==> config.mk <==
export PLATFORM = sky130hd
export DESIGN_NAME = mazeCarTop
export DESIGN_NICKNAME = d
export VERILOG_FILES = /design/src/design/mazePkg.sv /design/src/design/mazeCarTop.sv /design/src/design/driveCommand.sv /design/src/design/decisionStack.sv /design/src/design/routeFsm.sv /design/src/design/phaseTimer.sv /design/src/design/trackSampler.sv
export SDC_FILE = /design/constraint.sdc
export NUM_CORES = 1
export LEC_CHECK = 0
export ABC_AREA = 1
export BUFFER_PORTS_ARGS = -buffer_cell sky130_fd_sc_hd__clkbuf_2
export CAP_MARGIN = 20
export CORE_MARGIN = 2
export CORE_UTILIZATION = 57
export DETAILED_ROUTE_END_ITERATION = 16
export MAX_ROUTING_LAYER = met4
export PLACE_DENSITY = 0.79
export SLEW_MARGIN = 20
export SYNTH_ARGS = -nofsm -noshare
export SYNTH_HDL_FRONTEND = slang
export SYNTH_HIERARCHICAL = 1
export SYNTH_SLANG_ARGS = --single-unit
export TNS_END_PERCENT = 30
==> constraint.sdc <==
create_clock -name clk -period 4.1 [get_ports clk]
set_input_delay 0.205 -clock clk [delete_from_list [all_inputs] [get_ports clk]]
set_output_delay 0.205 -clock clk [all_outputs]
set_load 0.05 [all_outputs]
==> src/design/mazePkg.sv <==
package mazePkg;

    // Navigation FSM states
    typedef enum logic [3:0] {
        navIdle       = 4'd0,
        navStart      = 4'd1,
        navCount      = 4'd2,
        navStraight   = 4'd3,
        navNudgeLeft  = 4'd4,
        navNudgeRight = 4'd5,
        navChoose     = 4'd6,
        navLeft       = 4'd7,
        navRight      = 4'd8,
        navBack       = 4'd9,
        navStop       = 4'd10,
        navError      = 4'd11
    } navStateT;

    // Sensor pattern as {left, mid, right}
    typedef enum logic [2:0] {
        roadLost        = 3'b000,
        roadRightSlight = 3'b001,
        roadStraight    = 3'b010,
        roadRight       = 3'b011,
        roadLeftSlight  = 3'b100,
        roadFork        = 3'b101,
        roadLeft        = 3'b110,
        roadCross       = 3'b111
    } roadT;

    // Choice remembered at each junction
    typedef enum logic [1:0] {
        decNone     = 2'd0,
        decStraight = 2'd1,
        decLeft     = 2'd2,
        decRight    = 2'd3
    } decisionT;

    typedef enum logic [1:0] {
        opPush,
        opReplace,
        opPop
    } stackOpT;

    // Per-wheel direction
    typedef enum logic [1:0] {
        driveStop,
        driveForward,
        driveReverse
    } driveT;

endpackage
==> src/design/mazeCarTop.sv <==
`timescale 1ns/1ps

module mazeCarTop
    import mazePkg::*;
#(
    parameter int StableCycles = 1000,
    parameter int CountCycles  = 300_000_000,
    parameter int PauseCycles  = 50_000_000,
    parameter int StackDepth   = 16,
    parameter int BlinkCycles  = 25_000_000
) (
    input  logic                              clk,
    input  logic                              rst,
    input  logic                              enable,
    input  logic                              trackLeft,
    input  logic                              trackMid,
    input  logic                              trackRight,
    output driveT                             motorLeft,
    output driveT                             motorRight,
    output logic [15:0]                       statusLed,
    output logic [$clog2(StackDepth + 1)-1:0] stackDepth,
    output decisionT                          stackTop
);

    roadT     road;
    navStateT state;
    logic     stackReq;
    stackOpT  stackOp;
    decisionT stackData;
    logic     stackAck;
    logic     stackEmpty;

    trackSampler #(.StableCycles(StableCycles)) sampler (
        .clk(clk), .rst(rst), .trackLeft(trackLeft), .trackMid(trackMid),
        .trackRight(trackRight), .road(road)
    );

    routeFsm #(.CountCycles(CountCycles), .PauseCycles(PauseCycles)) fsm (
        .clk(clk), .rst(rst), .enable(enable), .road(road), .state(state),
        .stackReq(stackReq), .stackOp(stackOp), .stackData(stackData),
        .stackAck(stackAck), .stackTop(stackTop), .stackEmpty(stackEmpty)
    );

    // Junction memory for backtracking
    decisionStack #(.StackDepth(StackDepth)) stack (
        .clk(clk), .rst(rst), .stackReq(stackReq), .stackOp(stackOp),
        .stackData(stackData), .stackAck(stackAck), .stackTop(stackTop),
        .stackDepth(stackDepth), .stackEmpty(stackEmpty)
    );

    driveCommand #(.BlinkCycles(BlinkCycles)) drive (
        .clk(clk), .rst(rst), .state(state), .road(road),
        .motorLeft(motorLeft), .motorRight(motorRight), .statusLed(statusLed)
    );

endmodule

==> src/design/driveCommand.sv <==
`timescale 1ns/1ps

module driveCommand
    import mazePkg::*;
#(
    parameter int BlinkCycles = 4
) (
    input  logic        clk,
    input  logic        rst,
    input  navStateT    state,
    input  roadT        road,
    output driveT       motorLeft,
    output driveT       motorRight,
    output logic [15:0] statusLed
);

    localparam int BlinkW = $clog2(BlinkCycles + 1);

    driveT             leftNext;
    driveT             rightNext;
    logic              blinkActive;
    logic              blink;
    logic [BlinkW-1:0] blinkCount;

    assign blinkActive = (state == navStop) || (state == navBack);

    // Wheel pair per state
    always_comb begin
        leftNext  = driveStop;
        rightNext = driveStop;
        case (state)
            navStraight: begin
                leftNext  = driveForward;
                rightNext = driveForward;
            end
            navNudgeLeft: rightNext = driveForward;
            navNudgeRight: leftNext = driveForward;
            navLeft: begin
                leftNext  = driveReverse;
                rightNext = driveForward;
            end
            navRight, navBack: begin
                leftNext  = driveForward;
                rightNext = driveReverse;
            end
            default: leftNext = driveStop;
        endcase
    end

    always_ff @(posedge clk or posedge rst) begin
        if (rst) begin
            motorLeft  <= driveStop;
            motorRight <= driveStop;
            statusLed  <= 16'h0000;
            blink      <= 1'b0;
            blinkCount <= '0;
        end else begin
            motorLeft  <= leftNext;
            motorRight <= rightNext;
            statusLed  <= {state, 3'b000, blink && blinkActive, 5'b00000, road};
            if (!blinkActive) begin
                blink      <= 1'b0;
                blinkCount <= '0;
            end else if (blinkCount == BlinkW'(BlinkCycles - 1)) begin
                blink      <= !blink;
                blinkCount <= '0;
            end else begin
                blinkCount <= blinkCount + 1'b1;
            end
        end
    end

endmodule

==> src/design/decisionStack.sv <==
`timescale 1ns/1ps

module decisionStack
    import mazePkg::*;
#(
    parameter int StackDepth = 16
) (
    input  logic                              clk,
    input  logic                              rst,
    input  logic                              stackReq,
    input  stackOpT                           stackOp,
    input  decisionT                          stackData,
    output logic                              stackAck,
    output decisionT                          stackTop,
    output logic [$clog2(StackDepth + 1)-1:0] stackDepth,
    output logic                              stackEmpty
);

    localparam int DepthW = $clog2(StackDepth + 1);
    localparam int AddrW  = (StackDepth > 1) ? $clog2(StackDepth) : 1;

    decisionT          entries [StackDepth];
    logic              doOp;
    logic              stackFull;
    logic [AddrW-1:0]  pushAddr;
    logic [AddrW-1:0]  topAddr;

    assign stackEmpty = (stackDepth == '0);
    assign stackFull  = (stackDepth == DepthW'(StackDepth));
    assign pushAddr   = AddrW'(stackDepth);
    assign topAddr    = AddrW'(stackDepth - 1'b1);

    // One operation per request as the ack goes up
    assign doOp = stackReq && !stackAck;

    always_ff @(posedge clk or posedge rst) begin
        if (rst) begin
            stackAck   <= 1'b0;
            stackDepth <= '0;
        end else begin
            if (doOp) begin
                stackAck <= 1'b1;
                if (stackOp == opPush && !stackFull) begin
                    stackDepth <= stackDepth + 1'b1;
                end else if (stackOp == opPop && !stackEmpty) begin
                    stackDepth <= stackDepth - 1'b1;
                end
            end else if (!stackReq && stackAck) begin
                stackAck <= 1'b0;
            end
        end
    end

    always_ff @(posedge clk) begin
        if (doOp && stackOp == opPush && !stackFull) begin
            entries[pushAddr] <= stackData;
        end else if (doOp && stackOp == opReplace && !stackEmpty) begin
            entries[topAddr] <= stackData;
        end
    end

    assign stackTop = stackEmpty ? decNone : entries[topAddr];

endmodule

==> src/design/routeFsm.sv <==
`timescale 1ns/1ps

module routeFsm
    import mazePkg::*;
#(
    parameter int CountCycles = 20,
    parameter int PauseCycles = 12
) (
    input  logic     clk,
    input  logic     rst,
    input  logic     enable,
    input  roadT     road,
    output navStateT state,
    output logic     stackReq,
    output stackOpT  stackOp,
    output decisionT stackData,
    input  logic     stackAck,
    input  decisionT stackTop,
    input  logic     stackEmpty
);

    navStateT nextState;
    navStateT resumeState;
    navStateT nextResume;
    logic     checkpoint;
    logic     stackIdle;
    logic     opNeeded;
    stackOpT  nextOp;
    decisionT nextData;
    logic     stackGo;
    logic     timerStart;
    logic     timerPause;
    logic     timerDone;

    // No request in flight and the previous one fully closed
    assign stackIdle = !stackReq && !stackAck;

    always_comb begin
        nextState  = state;
        nextResume = resumeState;
        opNeeded   = 1'b0;
        nextOp     = opPush;
        nextData   = decNone;
        case (state)
            navIdle: if (enable) nextState = navStart;
            navStart: if (road == roadStraight) nextState = navCount;
            navCount: if (timerDone) nextState = navStraight;
            navStraight, navNudgeLeft, navNudgeRight: begin
                case (road)
                    roadLeftSlight, roadLeft: nextState = navNudgeLeft;
                    roadRightSlight, roadRight: nextState = navNudgeRight;
                    roadStraight, roadFork: nextState = navStraight;
                    roadLost: begin
                        nextState  = navStop;
                        nextResume = navBack;
                    end
                    default: begin
                        // A crossing remembers that we went straight first
                        if (checkpoint && stackIdle) begin
                            nextState = navChoose;
                            opNeeded  = 1'b1;
                            nextOp    = opPush;
                            nextData  = decStraight;
                        end
                    end
                endcase
            end
            navChoose: begin
                if (road == roadFork && stackIdle) begin
                    nextState  = navStop;
                    nextResume = navLeft;
                    opNeeded   = 1'b1;
                    nextOp     = opReplace;
                    nextData   = decLeft;
                end else if (road == roadCross && checkpoint) begin
                    nextState = navStraight;
                end
            end
            navLeft: begin
                if (road == roadFork && checkpoint && stackIdle) begin
                    nextState  = navStop;
                    nextResume = navRight;
                    opNeeded   = 1'b1;
                    nextOp     = opReplace;
                    nextData   = decRight;
                end else if (road == roadCross && checkpoint) begin
                    nextState  = navStop;
                    nextResume = navStraight;
                end
            end
            navRight: begin
                if (road == roadCross && checkpoint) begin
                    nextState  = navStop;
                    nextResume = navStraight;
                end
            end
            navBack: begin
                // Top and empty flag are only valid once the last op closed
                if (road == roadCross && stackIdle) begin
                    if (stackEmpty) begin
                        nextState = navError;
                    end else begin
                        nextState = navStop;
                        opNeeded  = 1'b1;
                        case (stackTop)
                            decStraight: begin
                                nextOp     = opReplace;
                                nextData   = decLeft;
                                nextResume = navLeft;
                            end
                            decLeft: begin
                                nextOp     = opReplace;
                                nextData   = decRight;
                                nextResume = navRight;
                            end
                            default: begin
                                // Drop this junction once all branches are tried
                                nextOp     = opPop;
                                nextResume = navBack;
                            end
                        endcase
                    end
                end
            end
            navStop: if (timerDone) nextState = resumeState;
            default: nextState = state;
        endcase
        if (!enable) begin
            nextState = navIdle;
        end
    end

    assign stackGo    = opNeeded && enable;
    assign timerPause = (nextState == navStop);
    assign timerStart = (nextState != state) && (nextState == navCount || timerPause);

    always_ff @(posedge clk or posedge rst) begin
        if (rst) begin
            state       <= navIdle;
            resumeState <= navIdle;
            checkpoint  <= 1'b0;
            stackReq    <= 1'b0;
        end else begin
            state       <= nextState;
            resumeState <= nextResume;
            // Armed once the crossing pattern has been left in this state
            if (nextState != state) begin
                checkpoint <= 1'b0;
            end else if (road != roadCross) begin
                checkpoint <= 1'b1;
            end
            if (stackReq && stackAck) begin
                stackReq <= 1'b0;
            end else if (stackGo) begin
                stackReq <= 1'b1;
            end
        end
    end

    always_ff @(posedge clk) begin
        if (stackGo) begin
            stackOp   <= nextOp;
            stackData <= nextData;
        end
    end

    phaseTimer #(
        .CountCycles(CountCycles),
        .PauseCycles(PauseCycles)
    ) timer (
        .clk     (clk),
        .rst     (rst),
        .start   (timerStart),
        .usePause(timerPause),
        .done    (timerDone)
    );

endmodule

==> src/design/phaseTimer.sv <==
`timescale 1ns/1ps

module phaseTimer
    import mazePkg::*;
#(
    parameter int CountCycles = 20,
    parameter int PauseCycles = 12
) (
    input  logic clk,
    input  logic rst,
    input  logic start,
    input  logic usePause,
    output logic done
);

    localparam int MaxCycles = (CountCycles > PauseCycles) ? CountCycles : PauseCycles;
    localparam int CountW    = $clog2(MaxCycles + 1);

    logic [CountW-1:0] remaining;

    always_ff @(posedge clk or posedge rst) begin
        if (rst) begin
            remaining <= '0;
        end else if (start) begin
            // Select start countdown or stop pause
            if (usePause) begin
                remaining <= CountW'(PauseCycles);
            end else begin
                remaining <= CountW'(CountCycles);
            end
        end else if (remaining != '0) begin
            remaining <= remaining - 1'b1;
        end
    end

    // Held at zero until the next load
    assign done = (remaining == '0);

endmodule

==> src/design/trackSampler.sv <==
`timescale 1ns/1ps

module trackSampler
    import mazePkg::*;
#(
    parameter int StableCycles = 3
) (
    input  logic clk,
    input  logic rst,
    input  logic trackLeft,
    input  logic trackMid,
    input  logic trackRight,
    output roadT road
);

    localparam int CountW = $clog2(StableCycles + 1);

    logic [2:0]        syncFirst;
    logic [2:0]        syncSecond;
    logic [2:0]        candidate;
    logic [CountW-1:0] stableCount;

    always_ff @(posedge clk or posedge rst) begin
        if (rst) begin
            syncFirst   <= 3'b000;
            syncSecond  <= 3'b000;
            candidate   <= 3'b000;
            stableCount <= '0;
            road        <= roadLost;
        end else begin
            // Two-flop synchronizer on the raw pins
            syncFirst  <= {trackLeft, trackMid, trackRight};
            syncSecond <= syncFirst;

            // Restart the run on any change
            if (syncSecond != candidate) begin
                candidate   <= syncSecond;
                stableCount <= CountW'(1);
            end else if (stableCount != CountW'(StableCycles)) begin
                stableCount <= stableCount + 1'b1;
            end

            // Last sample of a full run commits the pattern
            if (syncSecond == candidate && stableCount == CountW'(StableCycles - 1)) begin
                road <= roadT'(candidate);
            end
        end
    end

endmodule

==> impl_metrics.tcl <==
set metrics [dict create \
    wire_per_inst_um 13.4 \
    path_class "reg -> out" \
    ys_types 43 \
    insertedDiodeCount 0 \
    rsz0062_at_grt "no" \
    crit_path_end_kind "output pin" \
    fin_area_um2 9280 \
    cp_data_required_time_ns 3.89 \
    cts_resized 0 \
    syn_area_per_cell_um2 7.59 \
    io_pins 33 \
    portBuffers 24 \
    num-fill-cells 1267 \
    yosys_register_bits 141 \
    tightestPinTransition_ns 0.813 \
    syn_area_um2 8340 \
    fmax_mhz 297 \
    vias 6946 \
    status "finished clean" \
    clk_latency_ns 0.43 \
    ant_nets 0 \
    fp.coreArea_um2 14400 \
    drtPass1Iterations 5 \
    setup_viol_count_final 0 \
    hold_class "in -> reg" \
    finalNonFillerCells 1330 \
    grt_pass1_vias 6672 \
    row_count 44 \
    die_y_um 125 \
    worst_setup_path_start_kind "register" \
    post-cts-setup-buffers 0 \
    cts_buffers 17 \
    final.setup.tns_ns 0 \
    dpl.cell_count 1294 \
    cts-root-buf "clkbuf_16" \
    area_delta_synth_final_pct 11.3 \
    irDropWorstVdd_mv 0.334 \
    cts_tree "yes" \
    post-route-period-util_pct 82.1 \
    antenna_found_initial 0 \
    hold_violations 0 \
    grtUsageTotal_pct 25.0 \
    synth_warnings 6 \
    relSlewSlack_pct 45.8 \
    fin_util_pct 64.4 \
    die_x_um 125 \
    power.density_nw_per_um2 345 \
    final_max_slew_viol_count 0 \
    gp_congestion 0.957 \
    vias_per_cell 5.22 \
    htreeDepth 4 \
    cts.sinks 141 \
    initial_core_util_pct 57.8 \
    dp_hpwl_mm 13.1 \
    total_leakage_power_nw 4.27 \
    critPathArrivalTime_ns 3.16 \
    timing.hold.ws_ns 0.146 \
    syn-instance-count 1098 \
    grt_pass1_wl_mm 30.7 \
    drc 0 \
    first_iter_violations 499 \
    maxCapViolations 0 \
    gr-total-overflow 0 \
    grt_max_degree 39 \
    clk_path_buf_depth 2 \
    hold_buffers 4 \
    clk_pin_slew_worst_paths_ns 0.06 \
    drive_above_1_share_pct 14.5 \
    yosysSeqAreaShare_pct 44.5 \
    fin_nets 1150 \
    place_area_um2 8600 \
    min_period_ns 3.36 \
    skew_ns 0.00750 \
    path_max_fanout 21 \
    dieArea_um2 15600 \
    routed_wirelength_mm 17.9 \
]
-- logic make-up (layout without fill, tap and decap cells) --
family,after synthesis,after routing,share of synthesized area [%]
AND/OR/NAND/NOR,678,678,37.0
buffers and inverters,173,214,8.76
flip-flops,141,141,44.5
AO/OA/AOI/OAI,62,62,4.38
XOR/XNOR,32,32,3.63
adder cells (fa/ha/maj),11,11,1.65
other,1,8,0.0450
-- Yosys cell counts, drive strengths merged --
cell	n	area share (%)
nand2	336	16
nor2	200	11
inv	148	6.7
dfrtp	105	32
nand3	98	6.5
edfxtp	36	13
o21ai	33	2.3
xor2	24	2.7
buf	19	1.8
nor3	17	1.3
a21oi	16	0.96
nand4	14	1.1
ha	11	1.7
xnor2	8	0.93
nand3b	6	0.54
o21bai	6	0.59
a31oi	4	0.30
clkbuf	4	0.18
or2	3	0.23
and2	2	0.15
clkinv	2	0.10
o21a	2	0.18
conb	1	0.045
nor3b	1	0.090
nor4	1	0.075
o2111ai	1	0.11
-- sequential cells by signal, summed over array words and instances (netlist names) --
| signal | flops |
|---|---|
| drive/blink | 1 |
| drive/blinkCount | 25 |
| drive/motorLeft | 2 |
| drive/motorRight | 2 |
| drive/statusLed | 8 |
| fsm/checkpoint | 1 |
| fsm/resumeState | 4 |
| fsm/stackData | 2 |
| fsm/stackOp | 2 |
| fsm/stackReq | 1 |
| fsm/state | 4 |
| fsm/timer/remaining | 29 |
| sampler/candidate | 3 |
| sampler/road | 3 |
| sampler/stableCount | 10 |
| sampler/syncFirst | 3 |
| sampler/syncSecond | 3 |
| stack/entries | 32 |
| stack/stackAck | 1 |
| stack/stackDepth | 5 |
-- metal layers --
metal / GRT usage (%) / vias to the layer above / wire (um)
met5: - / - / 0
met4: 7.32 / 0 / 230
met3: 6.59 / 26 / 992
met2: 39.1 / 177 / 8400
met1: 32.4 / 3244 / 8250
li1: - / 3499 / -
-- metrics by stage --
step	worst slack, ns	power [mW]
2_1_floorplan	0.330	1.54
3_3_place_gp	0.982	1.55
3_5_place_dp	0.923	1.56
4_1_cts	0.756	3.23
5_1_grt	0.468	3.30
6_report	0.735	3.20
-- critical path: stages, from the launching register on --
cell and delay, ns:
dfrtp_1 0.39, inv_2 0.31, ha_1 0.49, clkinv_1 0.39, nand3_1 0.20, nand3_1 0.10
nand2_1 0.12, nor2_1 0.06, nor2_1 0.33, clkbuf_2 0.35
-- placed cells by master, fill, tap and decap left out, types with 15 or more instances in the layout --
master / instances
clkbuf_2: 24
dfrtp_1: 105
nand2_1: 309
inv_1: 133
edfxtp_1: 36
o21ai_0: 22
nand3_1: 90
inv_2: 15
nor2_1: 162
a21oi_1: 16
nor2_2: 24
clkbuf_16: 17
xor2_1: 22
nand2_2: 24
-- layout make-up --
type | instances | area [um2] | area share (%)
inverters | 150 | 564 | 6.08
clock inverters | 14 | 206 | 2.22
well taps | 184 | 230 | 2.48
repair buffers | 32 | 210 | 2.26
flip-flops and latches | 141 | 3710 | 39.9
clock buffers | 18 | 439 | 4.73
multi-input cells | 791 | 3930 | 42.3
-- final timing paths --
| check | startpoint | endpoint | slack [ns] | cells past startpoint |
|---|---|---|---|---|
| max | stack/stackDepth[0] | stackTop[1] | 0.74 | 9 |
| min in group asynchronous | rst | stack/stackAck | 0.36 | 3 |
| min reg2reg | sampler/syncFirst[1] | sampler/syncSecond[1] | 0.35 | 0 |
| max reg2reg | stack/stackDepth[0] | fsm/timer/remaining[24] | 0.88 | 19 |
| min | enable | fsm/state[3] | 0.15 | 3 |
| max in group asynchronous | rst | sampler/stableCount[6] | 3.00 | 3 |
-- report_power, final --
group / leakage [nW] / internal (mW) / switching, mW
Clock: 0.312 / 1.05 / 0.625
Combinational: 2.32 / 0.0192 / 0.0604
Sequential: 1.63 / 1.44 / 0.00857
(Power assumes the default switching activity.)
